--- src/hdl/cgra_geom_pkg.sv ---
package cgra_geom_pkg;

  // ####################
  // datapath geometry

  localparam int LANE_W = 16;  // one operand lane.
  localparam int LANES  = 4;   // lanes per wide word.
  localparam int WORD_W = LANE_W * LANES;

  // configuration port
  localparam int CFG_W  = 32;

endpackage

--- src/hdl/cgra_conf_pkg.sv ---
package cgra_conf_pkg;

  // ####################
  // processing element setup

  typedef enum logic [1:0] {
    OP_ADD  = 2'd0,
    OP_MUL  = 2'd1,
    OP_SUB  = 2'd2,
    OP_PASS = 2'd3  // forwards operand a.
  } opcode_t;

  typedef enum logic [1:0] {
    SEL_IN0   = 2'd0,
    SEL_IN1   = 2'd1,
    SEL_CONST = 2'd2,
    SEL_ZERO  = 2'd3
  } operand_sel_t;

  // fields of a processing element word
  localparam int OPC_LSB   = 0;
  localparam int SELA_LSB  = 2;
  localparam int SELB_LSB  = 4;
  localparam int CONST_LSB = 16;
  localparam int CONST_W   = cgra_geom_pkg::CFG_W - CONST_LSB;  // upper half.

  // ####################
  // job setup

  localparam int JOB_LEN_W = 16;  // low half of word 0.
  localparam int CFG_WORDS = 3;

  // ####################
  // controller states

  typedef enum logic [1:0] {
    ST_IDLE,
    ST_RUN,
    ST_DRAIN,
    ST_DONE
  } exec_state_t;

  typedef enum logic [1:0] {
    LD_IDLE,
    LD_ACK,
    LD_READY  // full setup held.
  } load_state_t;

endpackage

--- src/hdl/conf_loader.sv ---
`timescale 1ns/1ps

module conf_loader (
  input  logic                                clk,
  input  logic                                rst,
  input  logic                                i_cfg_req,
  input  logic [cgra_geom_pkg::CFG_W-1:0]     i_cfg_data,
  output logic                                o_cfg_ack,
  output logic [cgra_conf_pkg::JOB_LEN_W-1:0] o_job_len,
  output cgra_conf_pkg::opcode_t              o_op0,
  output cgra_conf_pkg::operand_sel_t         o_sela0,
  output cgra_conf_pkg::operand_sel_t         o_selb0,
  output logic [cgra_conf_pkg::CONST_W-1:0]   o_const0,
  output cgra_conf_pkg::opcode_t              o_op1,
  output cgra_conf_pkg::operand_sel_t         o_sela1,
  output cgra_conf_pkg::operand_sel_t         o_selb1,
  output logic [cgra_conf_pkg::CONST_W-1:0]   o_const1,
  output logic                                o_start
);

  localparam int CNT_W = $clog2(cgra_conf_pkg::CFG_WORDS);

  cgra_conf_pkg::load_state_t ld_state;
  logic [CNT_W-1:0]           word_cnt;   // index of the next word.
  logic                       last_word;
  logic                       accept;

  assign accept = i_cfg_req && (ld_state != cgra_conf_pkg::LD_ACK);

  // ####################
  // four-phase receiver

  always_ff @(posedge clk) begin
    if (rst) begin
      ld_state  <= cgra_conf_pkg::LD_IDLE;
      o_cfg_ack <= 1'b0;
      word_cnt  <= '0;
      last_word <= 1'b0;
      o_start   <= 1'b0;
    end else begin
      last_word <= 1'b0;
      o_start   <= last_word;  // one cycle after the last ack rises.
      if (ld_state == cgra_conf_pkg::LD_ACK) begin
        if (!i_cfg_req) begin
          o_cfg_ack <= 1'b0;
          if (word_cnt == '0) begin
            ld_state <= cgra_conf_pkg::LD_READY;
          end else begin
            ld_state <= cgra_conf_pkg::LD_IDLE;
          end
        end
      end else if (accept) begin
        o_cfg_ack <= 1'b1;
        ld_state  <= cgra_conf_pkg::LD_ACK;
        if (word_cnt == CNT_W'(cgra_conf_pkg::CFG_WORDS - 1)) begin
          word_cnt  <= '0;
          last_word <= 1'b1;
        end else begin
          word_cnt <= word_cnt + 1'b1;
        end
      end
    end
  end

  // ####################
  // field decode

  always_ff @(posedge clk) begin
    if (accept) begin
      case (word_cnt)
        CNT_W'(0): begin
          o_job_len <= i_cfg_data[cgra_conf_pkg::JOB_LEN_W-1:0];
        end
        CNT_W'(1): begin
          o_op0    <= cgra_conf_pkg::opcode_t'(i_cfg_data[cgra_conf_pkg::OPC_LSB +: 2]);
          o_sela0  <= cgra_conf_pkg::operand_sel_t'(i_cfg_data[cgra_conf_pkg::SELA_LSB +: 2]);
          o_selb0  <= cgra_conf_pkg::operand_sel_t'(i_cfg_data[cgra_conf_pkg::SELB_LSB +: 2]);
          o_const0 <= i_cfg_data[cgra_conf_pkg::CONST_LSB +: cgra_conf_pkg::CONST_W];
        end
        default: begin
          o_op1    <= cgra_conf_pkg::opcode_t'(i_cfg_data[cgra_conf_pkg::OPC_LSB +: 2]);
          o_sela1  <= cgra_conf_pkg::operand_sel_t'(i_cfg_data[cgra_conf_pkg::SELA_LSB +: 2]);
          o_selb1  <= cgra_conf_pkg::operand_sel_t'(i_cfg_data[cgra_conf_pkg::SELB_LSB +: 2]);
          o_const1 <= i_cfg_data[cgra_conf_pkg::CONST_LSB +: cgra_conf_pkg::CONST_W];
        end
      endcase
    end
  end

  a_cfg_data_stable: assert property (@(posedge clk) disable iff (rst)
    i_cfg_req && $past(i_cfg_req) |-> $stable(i_cfg_data));

endmodule

--- src/hdl/stream_unpack.sv ---
`timescale 1ns/1ps

module stream_unpack #(
  parameter int LANE_W = cgra_geom_pkg::LANE_W,
  parameter int LANES  = cgra_geom_pkg::LANES
) (
  input  logic                    clk,
  input  logic                    rst,
  input  logic                    i_req,
  input  logic [LANE_W*LANES-1:0] i_data,
  input  logic                    i_pop,
  output logic                    o_ack,
  output logic                    o_avail,
  output logic [LANE_W-1:0]       o_lane
);

  localparam int WORD_W = LANE_W * LANES;

  logic [WORD_W-1:0] word_q;
  logic [LANES-1:0]  lane_cnt;  // one-hot, lane being handed out.
  logic              loaded;
  logic              empty;
  logic              take;

  assign empty  = !o_avail && !loaded;
  assign take   = i_req && !o_ack && empty;
  assign o_lane = word_q[LANE_W-1:0];  // lowest lane first.

  always_ff @(posedge clk) begin
    if (rst) begin
      o_ack  <= 1'b0;
      loaded <= 1'b0;
    end else begin
      loaded <= take;
      if (take) begin
        o_ack <= 1'b1;
      end else if (o_ack && !i_req) begin
        o_ack <= 1'b0;
      end
    end
  end

  always_ff @(posedge clk) begin
    if (rst) begin
      o_avail  <= 1'b0;
      lane_cnt <= '0;
    end else if (loaded) begin
      o_avail  <= 1'b1;
      lane_cnt <= LANES'(1);
    end else if (i_pop) begin
      lane_cnt <= lane_cnt << 1;
      if (lane_cnt[LANES-1]) begin
        o_avail <= 1'b0;  // word used up.
      end
    end
  end

  always_ff @(posedge clk) begin
    if (take) begin
      word_q <= i_data;
    end else if (i_pop) begin
      word_q <= word_q >> LANE_W;
    end
  end

  a_pop_needs_avail: assert property (@(posedge clk) disable iff (rst)
    i_pop |-> o_avail);

endmodule

--- src/hdl/exec_control.sv ---
`timescale 1ns/1ps

module exec_control (
  input  logic                                clk,
  input  logic                                rst,
  input  logic                                i_start,
  input  logic [cgra_conf_pkg::JOB_LEN_W-1:0] i_job_len,
  input  logic                                i_avail_a,
  input  logic                                i_avail_b,
  input  logic                                i_pack_ready,
  input  logic                                i_pack_lanes_done,
  output logic                                o_en,
  output logic                                o_pop,
  output logic                                o_valid_in,
  output logic                                o_done
);

  localparam int LANES = cgra_geom_pkg::LANES;
  localparam int CNT_W = cgra_conf_pkg::JOB_LEN_W + $clog2(LANES) + 1;

  cgra_conf_pkg::exec_state_t state;
  logic [CNT_W-1:0]           total_q;    // lanes in this job.
  logic [CNT_W-1:0]           popped;
  logic [CNT_W-1:0]           delivered;
  logic                       lanes_left;
  logic                       drain_left;

  assign lanes_left = (popped != total_q);
  assign drain_left = (delivered != total_q);

  assign o_pop      = (state == cgra_conf_pkg::ST_RUN) && lanes_left &&
                      i_avail_a && i_avail_b && i_pack_ready;
  assign o_valid_in = o_pop;
  assign o_en       = o_pop ||
                      ((state == cgra_conf_pkg::ST_DRAIN) && drain_left && i_pack_ready);

  always_ff @(posedge clk) begin
    if (rst) begin
      state     <= cgra_conf_pkg::ST_IDLE;
      total_q   <= '0;
      popped    <= '0;
      delivered <= '0;
      o_done    <= 1'b0;
    end else begin
      if (o_pop) begin
        popped <= popped + 1'b1;
      end
      if (i_pack_lanes_done) begin
        delivered <= delivered + 1'b1;
      end
      case (state)
        cgra_conf_pkg::ST_RUN: begin
          if (!lanes_left) begin
            state <= cgra_conf_pkg::ST_DRAIN;
          end
        end
        cgra_conf_pkg::ST_DRAIN: begin
          if (!drain_left && i_pack_ready) begin  // last word handed off.
            state  <= cgra_conf_pkg::ST_DONE;
            o_done <= 1'b1;
          end
        end
        default: begin
          if (i_start) begin
            total_q   <= CNT_W'(i_job_len) * CNT_W'(LANES);
            popped    <= '0;
            delivered <= '0;
            o_done    <= 1'b0;
            state     <= cgra_conf_pkg::ST_RUN;
          end
        end
      endcase
    end
  end

  a_no_lane_before_pop: assert property (@(posedge clk) disable iff (rst)
    delivered <= popped);

endmodule

--- src/hdl/pe_stage.sv ---
`timescale 1ns/1ps

module pe_stage #(
  parameter int LANE_W = cgra_geom_pkg::LANE_W
) (
  input  logic                        clk,
  input  logic                        rst,
  input  logic                        i_en,
  input  logic                        i_valid,
  input  logic [LANE_W-1:0]           i_in0,
  input  logic [LANE_W-1:0]           i_in1,
  input  cgra_conf_pkg::opcode_t      i_op,
  input  cgra_conf_pkg::operand_sel_t i_sel_a,
  input  cgra_conf_pkg::operand_sel_t i_sel_b,
  input  logic [LANE_W-1:0]           i_const,
  output logic                        o_valid,
  output logic [LANE_W-1:0]           o_result,
  output logic [LANE_W-1:0]           o_in1_q
);

  logic [LANE_W-1:0] op_a;
  logic [LANE_W-1:0] op_b;
  logic [LANE_W-1:0] alu_out;

  function automatic logic [LANE_W-1:0] pick(input cgra_conf_pkg::operand_sel_t sel,
                                             input logic [LANE_W-1:0] in0,
                                             input logic [LANE_W-1:0] in1,
                                             input logic [LANE_W-1:0] cval);
    case (sel)
      cgra_conf_pkg::SEL_IN0:   return in0;
      cgra_conf_pkg::SEL_IN1:   return in1;
      cgra_conf_pkg::SEL_CONST: return cval;
      default:                  return '0;
    endcase
  endfunction

  assign op_a = pick(i_sel_a, i_in0, i_in1, i_const);
  assign op_b = pick(i_sel_b, i_in0, i_in1, i_const);

  always_comb begin
    case (i_op)
      cgra_conf_pkg::OP_ADD: alu_out = op_a + op_b;
      cgra_conf_pkg::OP_MUL: alu_out = op_a * op_b;  // low half kept.
      cgra_conf_pkg::OP_SUB: alu_out = op_a - op_b;
      default:               alu_out = op_a;
    endcase
  end

  always_ff @(posedge clk) begin
    if (rst) begin
      o_valid <= 1'b0;
    end else if (i_en) begin
      o_valid <= i_valid;
    end
  end

  always_ff @(posedge clk) begin
    if (i_en) begin
      o_result <= alu_out;
      o_in1_q  <= i_in1;
    end
  end

endmodule

--- src/hdl/stream_pack.sv ---
`timescale 1ns/1ps

module stream_pack #(
  parameter int LANE_W = cgra_geom_pkg::LANE_W,
  parameter int LANES  = cgra_geom_pkg::LANES
) (
  input  logic                    clk,
  input  logic                    rst,
  input  logic                    i_en,
  input  logic                    i_valid,
  input  logic [LANE_W-1:0]       i_lane,
  input  logic                    i_out_ack,
  output logic                    o_ready,
  output logic                    o_lane_taken,
  output logic                    o_out_req,
  output logic [LANE_W*LANES-1:0] o_out_data
);

  localparam int WORD_W = LANE_W * LANES;

  logic [WORD_W-1:0] word_q;
  logic [LANES-1:0]  lane_cnt;  // one-hot slot for the next lane.

  assign o_lane_taken = i_en && i_valid;
  assign o_out_data   = word_q;

  // lanes enter at the top, so the first one ends up lowest.
  always_ff @(posedge clk) begin
    if (o_lane_taken) begin
      word_q <= {i_lane, word_q[WORD_W-1:LANE_W]};
    end
  end

  // ####################
  // four-phase sender

  always_ff @(posedge clk) begin
    if (rst) begin
      o_ready   <= 1'b1;
      o_out_req <= 1'b0;
      lane_cnt  <= LANES'(1);
    end else begin
      if (o_lane_taken) begin
        if (lane_cnt[LANES-1]) begin
          lane_cnt  <= LANES'(1);
          o_ready   <= 1'b0;
          o_out_req <= 1'b1;  // word complete.
        end else begin
          lane_cnt <= lane_cnt << 1;
        end
      end
      if (o_out_req && i_out_ack) begin
        o_out_req <= 1'b0;
      end else if (!o_out_req && !o_ready && !i_out_ack) begin
        o_ready <= 1'b1;  // ack is back low.
      end
    end
  end

  a_data_stable: assert property (@(posedge clk) disable iff (rst)
    o_out_req && $past(o_out_req) |-> $stable(o_out_data));

endmodule

--- src/hdl/cgra_acc.sv ---
`timescale 1ns/1ps

module cgra_acc #(
  parameter int LANE_W = cgra_geom_pkg::LANE_W,
  parameter int LANES  = cgra_geom_pkg::LANES
) (
  input  logic                            clk,
  input  logic                            rst,
  input  logic                            i_cfg_req,
  input  logic [cgra_geom_pkg::CFG_W-1:0] i_cfg_data,
  output logic                            o_cfg_ack,
  input  logic                            i_a_req,
  input  logic [LANE_W*LANES-1:0]         i_a_data,
  output logic                            o_a_ack,
  input  logic                            i_b_req,
  input  logic [LANE_W*LANES-1:0]         i_b_data,
  output logic                            o_b_ack,
  output logic                            o_out_req,
  output logic [LANE_W*LANES-1:0]         o_out_data,
  input  logic                            i_out_ack,
  output logic                            o_done
);

  // job setup
  logic [cgra_conf_pkg::JOB_LEN_W-1:0] job_len;
  cgra_conf_pkg::opcode_t              op0;
  cgra_conf_pkg::operand_sel_t         sela0;
  cgra_conf_pkg::operand_sel_t         selb0;
  cgra_conf_pkg::opcode_t              op1;
  cgra_conf_pkg::operand_sel_t         sela1;
  cgra_conf_pkg::operand_sel_t         selb1;
  logic [cgra_conf_pkg::CONST_W-1:0]   const0_cfg;
  logic [cgra_conf_pkg::CONST_W-1:0]   const1_cfg;
  logic [LANE_W-1:0]                   const0;
  logic [LANE_W-1:0]                   const1;
  logic                                start;

  // streams and control
  logic              avail_a;
  logic              avail_b;
  logic [LANE_W-1:0] lane_a;
  logic [LANE_W-1:0] lane_b;
  logic              pop;
  logic              en;
  logic              valid_in;
  logic              pack_ready;
  logic              lane_taken;

  // element chain
  logic              pe0_valid;
  logic [LANE_W-1:0] pe0_result;
  logic [LANE_W-1:0] pe0_b_q;
  logic              pe1_valid;
  logic [LANE_W-1:0] pe1_result;

  assign const0 = LANE_W'(const0_cfg);
  assign const1 = LANE_W'(const1_cfg);

  conf_loader i_conf_loader (
    .clk        (clk),
    .rst        (rst),
    .i_cfg_req  (i_cfg_req),
    .i_cfg_data (i_cfg_data),
    .o_cfg_ack  (o_cfg_ack),
    .o_job_len  (job_len),
    .o_op0      (op0),
    .o_sela0    (sela0),
    .o_selb0    (selb0),
    .o_const0   (const0_cfg),
    .o_op1      (op1),
    .o_sela1    (sela1),
    .o_selb1    (selb1),
    .o_const1   (const1_cfg),
    .o_start    (start)
  );

  stream_unpack #(.LANE_W(LANE_W), .LANES(LANES)) i_unpack_a (
    .clk     (clk),
    .rst     (rst),
    .i_req   (i_a_req),
    .i_data  (i_a_data),
    .i_pop   (pop),
    .o_ack   (o_a_ack),
    .o_avail (avail_a),
    .o_lane  (lane_a)
  );

  stream_unpack #(.LANE_W(LANE_W), .LANES(LANES)) i_unpack_b (
    .clk     (clk),
    .rst     (rst),
    .i_req   (i_b_req),
    .i_data  (i_b_data),
    .i_pop   (pop),
    .o_ack   (o_b_ack),
    .o_avail (avail_b),
    .o_lane  (lane_b)
  );

  exec_control i_exec_control (
    .clk               (clk),
    .rst               (rst),
    .i_start           (start),
    .i_job_len         (job_len),
    .i_avail_a         (avail_a),
    .i_avail_b         (avail_b),
    .i_pack_ready      (pack_ready),
    .i_pack_lanes_done (lane_taken),
    .o_en              (en),
    .o_pop             (pop),
    .o_valid_in        (valid_in),
    .o_done            (o_done)
  );

  pe_stage #(.LANE_W(LANE_W)) i_pe0 (
    .clk      (clk),
    .rst      (rst),
    .i_en     (en),
    .i_valid  (valid_in),
    .i_in0    (lane_a),
    .i_in1    (lane_b),
    .i_op     (op0),
    .i_sel_a  (sela0),
    .i_sel_b  (selb0),
    .i_const  (const0),
    .o_valid  (pe0_valid),
    .o_result (pe0_result),
    .o_in1_q  (pe0_b_q)
  );

  // b lane rides along with element 0's result.
  pe_stage #(.LANE_W(LANE_W)) i_pe1 (
    .clk      (clk),
    .rst      (rst),
    .i_en     (en),
    .i_valid  (pe0_valid),
    .i_in0    (pe0_result),
    .i_in1    (pe0_b_q),
    .i_op     (op1),
    .i_sel_a  (sela1),
    .i_sel_b  (selb1),
    .i_const  (const1),
    .o_valid  (pe1_valid),
    .o_result (pe1_result),
    .o_in1_q  ()
  );

  stream_pack #(.LANE_W(LANE_W), .LANES(LANES)) i_stream_pack (
    .clk          (clk),
    .rst          (rst),
    .i_en         (en),
    .i_valid      (pe1_valid),
    .i_lane       (pe1_result),
    .i_out_ack    (i_out_ack),
    .o_ready      (pack_ready),
    .o_lane_taken (lane_taken),
    .o_out_req    (o_out_req),
    .o_out_data   (o_out_data)
  );

endmodule

--- config.mk ---
export PLATFORM = sky130hd
export DESIGN_NAME = cgra_acc
export DESIGN_NICKNAME = d
export VERILOG_FILES = /design/src/hdl/cgra_geom_pkg.sv /design/src/hdl/cgra_conf_pkg.sv /design/src/hdl/conf_loader.sv /design/src/hdl/stream_unpack.sv /design/src/hdl/exec_control.sv /design/src/hdl/pe_stage.sv /design/src/hdl/stream_pack.sv /design/src/hdl/cgra_acc.sv
export SDC_FILE = /design/constraint.sdc
export NUM_CORES = 1
export LEC_CHECK = 0
export ABC_AREA = 1
export BUFFER_PORTS_ARGS = -buffer_cell sky130_fd_sc_hd__buf_2
export CAP_MARGIN = 10
export CORE_MARGIN = 4
export CORE_UTILIZATION = 54
export DETAILED_ROUTE_END_ITERATION = 8
export PLACE_DENSITY = 0.82
export SYNTH_ARGS = -nofsm -noshare
export SYNTH_HDL_FRONTEND = slang
export SYNTH_SLANG_ARGS = --single-unit
export TNS_END_PERCENT = 50
--- constraint.sdc ---
create_clock -name clk -period 18.03 [get_ports clk]
set_input_delay 2.7045 -clock clk [delete_from_list [all_inputs] [get_ports clk]]
set_output_delay 2.7045 -clock clk [all_outputs]
set_load 0.1 [all_outputs]
# Word-level counts from Yosys, hierarchy flattened
# Index checks and enable logic that the tools add are counted.
# W data, S select, Z words.
dict set report classes {
  n_addsub 7
  mul 2
  eq_ne 23
  n_mux 51
  bitwise 5
  reduce_logical 68
}
# operator count
set ops {}
lappend ops {{$pmux W16 S3} 6}
lappend ops {{$mux W64} 4}
lappend ops {{$mux W19} 6}
lappend ops {{$add A19 B1 Y19 const B} 2}
lappend ops {{$ne A19 B18 Y1} 2}
lappend ops {{$add A16 B16 Y16} 2}
lappend ops {{$mul A16 B16 Y16} 2}
lappend ops {{$sub A16 B16 Y16} 2}
lappend ops {{$mux W1} 24}
lappend ops {{$logic_and A1 B1 Y1} 20}
lappend ops {{$reduce_bool A2 Y1} 10}
lappend ops {{$eq A2 B1 Y1 const B} 9}
lappend ops {{$reduce_and A2 Y1} 9}
lappend ops {{$eq A2 B2 Y1 const B} 8}
lappend ops {{$mux W2} 8}
lappend ops {{$logic_not A2 Y1} 7}
lappend ops {{$logic_not A1 Y1} 12}
lappend ops {{$reduce_or A2 Y1} 5}
lappend ops {{$ne A2 B2 Y1 const B} 3}
lappend ops {{$reduce_and A3 Y1} 2}
lappend ops {{$not A1 Y1} 5}
lappend ops {{$mux W4} 1}
lappend ops {{$pmux W2 S2} 1}
lappend ops {{$reduce_bool A3 Y1} 1}
lappend ops {{5 further kinds} 5}
dict set report totals {
  ff_bits 386
  inputBits 166
  out_inout_bits 69
  wordCells 196
}

# Depth between registers and ports, before layout
dict set report logic_depth {
  word_depth 10
  depth_mapped 35
  mapped_depth_nobuf 33
}

# Hierarchy
# A second synthesis with hierarchy kept.
dict set report hier_totals {
  cells_unflattened 3434
  area_unflattened_um2 28820.1
}
# module instances cells_per_inst area_per_inst_um2 seq_area_each_um2
set modules_own_cells {}
lappend modules_own_cells {{pe_stage at i_pe1} 1 1048 7606.0 980.9}
lappend modules_own_cells {{pe_stage at i_pe0} 1 1037 7337.0 980.9}
lappend modules_own_cells {stream_unpack 2 304 3116.7 2062.0}
lappend modules_own_cells {exec_control 1 544 3413.3 1141.1}
lappend modules_own_cells {stream_pack 1 101 2169.6 2042.0}
lappend modules_own_cells {conf_loader 1 96 2060.7 1921.8}

# Worst setup path before layout
# No wires, ideal clock.
dict set report synth_timing {
  path_type {reg-to-reg}
  start {register i_conf_loader.o_selb1[0]}
  end {register i_pe1.o_result[15] (data pin)}
  setup_time_ns 0.259
  t_arrival_ns 5.597
  required_ns 17.771
  path_slack_ns 12.174
  stages_incl_launch_ff 30
  n_path_buf 2
  period_less_slack_ns 5.856
  path_cell_list {edfxtp_1 > nor2_2 > buf_6 > nand2_2 > nand3_4 > buf_1 > nand2_1 > fa_1 > fa_1 > fa_1 > inv_1 > ha_1 > fa_1 > inv_1 > fa_1 > inv_1 > ha_1 > a21oi_1 > o21ai_0 > o21bai_1 > nand2_1 > nand2_1 > nand2_1 > nand2_1 > nand2_1 > nand2_1 > a21oi_1 > nand2_1 > nand3_1 > nand3_1}
}
dict set report synth_between {
  elab_chain_len 4
  word_cells_on_any_way 8
  classes_between {2 x add/sub; 1 x mul; 2 x eq/ne; 2 x mux; 1 x reduce/logical}
}
# item line
set synth_lines {}
lappend synth_lines {{start, declared} conf_loader.sv:16} ;# output cgra_conf_pkg::operand_sel_t o_selb1,
lappend synth_lines {{start signal, assigned} conf_loader.sv:83} ;# o_selb1 <= cgra_conf_pkg::operand_sel_t'(i_cfg_data[cgra_conf_pkg::SELB_LSB +: 2]);
lappend synth_lines {{$eq A2 B2 Y1 (tied with other cells)} pe_stage.sv:29} ;# case (sel)
lappend synth_lines {{$pmux W16 S3 (*)} pe_stage.sv:29}
lappend synth_lines {{$mul A16 B16 Y16 (tied with other cells)} pe_stage.sv:43} ;# cgra_conf_pkg::OP_MUL: alu_out = op_a * op_b;
lappend synth_lines {{$pmux W16 S3 (*)} pe_stage.sv:41} ;# case (i_op)
lappend synth_lines {{via i_pe1.alu_out[15]} pe_stage.sv:23} ;# logic [LANE_W-1:0] alu_out;
lappend synth_lines {{end signal, assigned} pe_stage.sv:59} ;# o_result <= alu_out;
lappend synth_lines {{end, declared} pe_stage.sv:17} ;# output logic [LANE_W-1:0] o_result,
# Mark *: on every way through the listed nets, which the timed path passes. The rest lies on a longest branch.
# A chain may end at the register's enable or synchronous reset.

# Final worst setup path
dict set report layout_timing {
  start {register i_conf_loader.o_sela0[0]}
  end {register i_pe0.o_result[14] (data pin)}
}
dict set report layout_between {
  elab_chain_len 4
  word_cells_on_any_way 8
  classes_between {2 x add/sub; 1 x mul; 2 x eq/ne; 2 x mux; 1 x reduce/logical}
}
# item line
set layout_lines {}
lappend layout_lines {{start, declared} conf_loader.sv:11} ;# output cgra_conf_pkg::operand_sel_t o_sela0,
lappend layout_lines {{start signal, assigned} conf_loader.sv:76} ;# o_sela0 <= cgra_conf_pkg::operand_sel_t'(i_cfg_data[cgra_conf_pkg::SELA_LSB +: 2]);
lappend layout_lines {{$eq A2 B2 Y1 (tied with other cells)} pe_stage.sv:29}
lappend layout_lines {{$pmux W16 S3 (*)} pe_stage.sv:29}
lappend layout_lines {{$mul A16 B16 Y16 (tied with other cells)} pe_stage.sv:43}
lappend layout_lines {{$pmux W16 S3 (*)} pe_stage.sv:41}
lappend layout_lines {{via i_pe0.alu_out[14]} pe_stage.sv:23}
lappend layout_lines {{end signal, assigned} pe_stage.sv:59}
lappend layout_lines {{end, declared} pe_stage.sv:17}
# Marked as above.

==> run summary <==
Status: completed
Clock network power share: 0.288
Layout cells sized above 1: 0.153
Net count, final: 3713
Setup_tns: 0 ns
Initial DRC Count: 1821
Total global routing track utilization: 0.250
CP bufs+invs: 6
Clk_skew: 0.0282 ns
Crit path depth: 28
Final hold violation count: 0
Total chip power: 2.96 mW
Reg2reg start: i_conf_loader.o_sela0[0]
CP Data Required Time: 18.36 ns
Kind of critical path: reg2reg
Fmax: 151 MHz
CTS resizes: 0
Vias/cell: 5.38
CP arrival: 6.94 ns
Final Cell Area: 0.0303 mm^2
Port bufs: 234
Hold-fix buffers at CTS: 0
Critical path endpoint category: register
Cell count after synthesis: 3048
Root Buffer: clkbuf_16
Max Root-Sink Buffers: 3
WL/cell: 17.1 um
Leak: 14.5 nW
EDFF count, synth: 300
Number of instances in the placed design: 3874
Critical path's most frequent cell: nand2_1
Worst-path clk slew: 0.07 ns
First-pass GRT wire length: 108 mm
Pint: 1.92 mW
Syn Std Cell Area: 0.0273 mm^2
Asr flop ratio synth: 0
Synth Net Count: 3517
Comb power frac: 0.353
R2R depth: 28
WL final: 67.5 mm
Max incr delay on CP: 0.59 ns
Hold_sp: i_conf_loader.last_word
Die Span X: 233 um
Area Overhead vs Synth: 11.2%
Reg2reg end: i_pe0.o_result[14]
Vias post-DR: 21300
DRC viols: 0
Syn Area/Cell: 8.95 um^2
Min-Delay Path Depth: 2
HPWL Detailed: 50.0 mm
Switching pwr: 1.04 mW
Synth warn: 0
Finished Layout Cells: 3948
GP Congestion: 0.935
Cell variety after synth: 59
Hold endpoint: i_conf_loader.o_start
DIE AREA: 0.0542 mm^2
Endpoints failing setup: 0
Top_reg_cell synth: edfxtp_1
Power per cell area: 97.5 mW/mm^2
Tcrit/Tclk final: 0.367
Switching share of total power: 0.351
Largest net degree at the start of global routing: 81
Slew @ Worst Pin: 0.916 ns
Core box area: 0.0501 mm^2
Placed cell area: 0.0290 mm^2
Flop-to-flop setup slack: 11.42 ns
Post-synthesis sequential area ratio: 0.393
Slowest-stage cell, CP: edfxtp_1
Sequential share of power: 0.359
Worst vdd ir: 0.0944 mV
Fillers: 4193
Drt pass-1 iters: 8
Setup Fix Bufs, Post-CTS: 0
Htree depth: 2
Hold WC Path Type: reg2reg
Worst rel slew slack: 0.389
Initial antenna violation count: 4
GR Overflow Total: 0
CTS Sinks: 385
Die height: 233 um
Tmin final: 6.61 ns
Final Slew Violations: 0
Startpoint class of the critical path: register
Worst-Skew Late Latency: 0.59 ns
CTS tree: built
Max-capacitance violation count: 0
Cell family with most CP delay: adder cells
RSZ-0062 raised after global routing: no
Cts bufs inserted: 40
Vias in the first global route: 20600
Initial Util: 0.545
Detail Route Antenna Nets: 0
Largest fanout on the critical path: 14
Rows: 82
Ports: 235
FF+latch count, synth: 385
sequential cells by signal (all words and copies together), names as in the netlist, 4 cells and up:
signal                    flops
i_unpack_a.word_q            64
i_stream_pack.lane_cnt        4
i_conf_loader.o_job_len      16
i_pe0.o_in1_q                16
i_conf_loader.o_const1       16
i_exec_control.delivered     19
i_pe0.o_result               16
i_exec_control.total_q       16
i_pe1.o_result               16
i_unpack_a.lane_cnt           4
i_exec_control.popped        19
i_unpack_b.word_q            64
i_conf_loader.o_const0       16
i_unpack_b.lane_cnt           4
i_stream_pack.o_out_data     64
cells in the mapped netlist (20+ instances only):
cell / instances / area [um^2]
a21oi_1: 92 / 460
a211oi_1: 20 / 150
ha_1: 141 / 1760
clkbuf_1: 57 / 214
nand2_1: 737 / 2770
mux2_2: 96 / 1080
edfxtp_1: 300 / 9010
o21ai_0: 83 / 415
dfxtp_1: 85 / 1700
xor2_1: 69 / 604
xnor2_1: 25 / 219
nor3_1: 28 / 140
nor2_1: 185 / 694
inv_1: 603 / 2260
nand3_2: 26 / 260
fa_1: 162 / 3240
nand3_1: 149 / 746
kinds of logic (layout without fill, tap and decap cells):
kind of cell               after synthesis  count (layout)  synth area share
AOI/OAI and AO/OA                      252             252            0.0559
xor gates and xnor gates                96              96            0.0314
adders and majority gates              303             303             0.184
buffers and inverters                  701             928             0.100
DFF                                    385             385             0.393
muxes                                   96              96            0.0396
other                                    0               1                 0
and+or+nand+nor                       1215            1215             0.197
metal layers:
layer | track usage | vias up | part of all wire
li1 | - | 10100 | -
met1 | 0.328 | 9995 | 0.39
met2 | 0.415 | 983 | 0.48
met3 | 0.0454 | 170 | 0.088
met4 | 0.0938 | 6 | 0.040
met5 | 0 | - | 0.00049
how the worst max path moves through the flow:
| stage | startpoint | slack [ns] | endpoint |
|---|---|---|---|
| final | i_conf_loader.o_sela0[0] | 11.42 | i_pe0.o_result[14] |
| after global routing | i_conf_loader.o_sela0[0] | 11.02 | i_pe0.o_result[14] |
| after CTS | i_conf_loader.o_sela0[0] | 11.49 | i_pe0.o_result[14] |
| after detailed placement | i_conf_loader.o_sela0[0] | 11.47 | i_pe0.o_result[14] |
| after global placement | i_conf_loader.o_sela0[0] | 11.68 | i_pe0.o_result[15] |
| after floorplan | i_conf_loader.o_selb1[0] | 12.17 | i_pe1.o_result[15] |
area by class of cell:
| cell class | count | area [um^2] | share of cell area |
|---|---|---|---|
| Antenna cell | 1 | 2.50 | 0.0000825 |
| Tap cell | 672 | 841 | 0.0277 |
| Sequential cell | 385 | 10700 | 0.353 |
| Multi-Input combinational cell | 1962 | 13900 | 0.457 |
| Clock buffer | 48 | 1080 | 0.0357 |
| Timing Repair Buffer | 242 | 1230 | 0.0406 |
| Clock inverter | 25 | 285 | 0.00941 |
| Inverter | 613 | 2310 | 0.0761 |
worst reg2reg max path: cells and delay by family, from the launching register on:
family                   cells  cell delay (ns)
buffers and inverters        6             0.49
flip-flops                   1             0.59
adder cells (fa/ha/maj)      7             3.07
AO/OA/AOI/OAI                4             0.67
AND/OR/NAND/NOR             11             1.55
layout by cell type, fill, tap and decap left out, types with 5 or more instances in the layout:
| cell type | instances |
|---|---|
| clkinv_1 | 7 |
| a22oi_1 | 9 |
| inv_1 | 603 |
| o211ai_1 | 7 |
| buf_4 | 8 |
| nor4_1 | 10 |
| nand2_1 | 735 |
| dfxtp_1 | 85 |
| nor3_1 | 28 |
| nor2_2 | 5 |
| nand3b_1 | 7 |
| o21ai_0 | 83 |
| nand4_1 | 15 |
| nand3_1 | 147 |
| nor2_4 | 8 |
| clkbuf_16 | 41 |
| ha_1 | 141 |
| buf_2 | 234 |
| or2_2 | 12 |
| nor2_1 | 184 |
| a21oi_1 | 92 |
| edfxtp_1 | 300 |
| a211oi_1 | 20 |
| xnor2_1 | 25 |
| inv_2 | 6 |
| nand2_2 | 14 |
| mux2_2 | 96 |
| nand3_4 | 7 |
| o2111ai_1 | 8 |
| xor2_1 | 69 |
| o311ai_0 | 7 |
| clkinv_2 | 6 |
| nand3_2 | 26 |
| fa_1 | 162 |
stage by stage:
stage	util	hold slack, ns	setup WS [ns]
after floorplan	-	0.388	12.17
after global placement	0.578	0.390	11.68
after detailed placement	0.578	0.397	11.47
after CTS	0.606	0.405	11.49
after global routing	0.606	0.418	11.02
final	0.606	0.401	11.42
power groups by stage:
stage          clock network [mW]  registers (mW)  logic, mW
6_report                    0.851            1.06       1.04
5_1_grt                     0.905            1.06       1.19
3_5_place_dp                    0            1.08       1.03
2_1_floorplan                   0            1.08      0.774
4_1_cts                     0.867            1.06       1.04
3_3_place_gp                    0            1.08      0.994
Note: power is estimated with default switching activity, not from simulation.
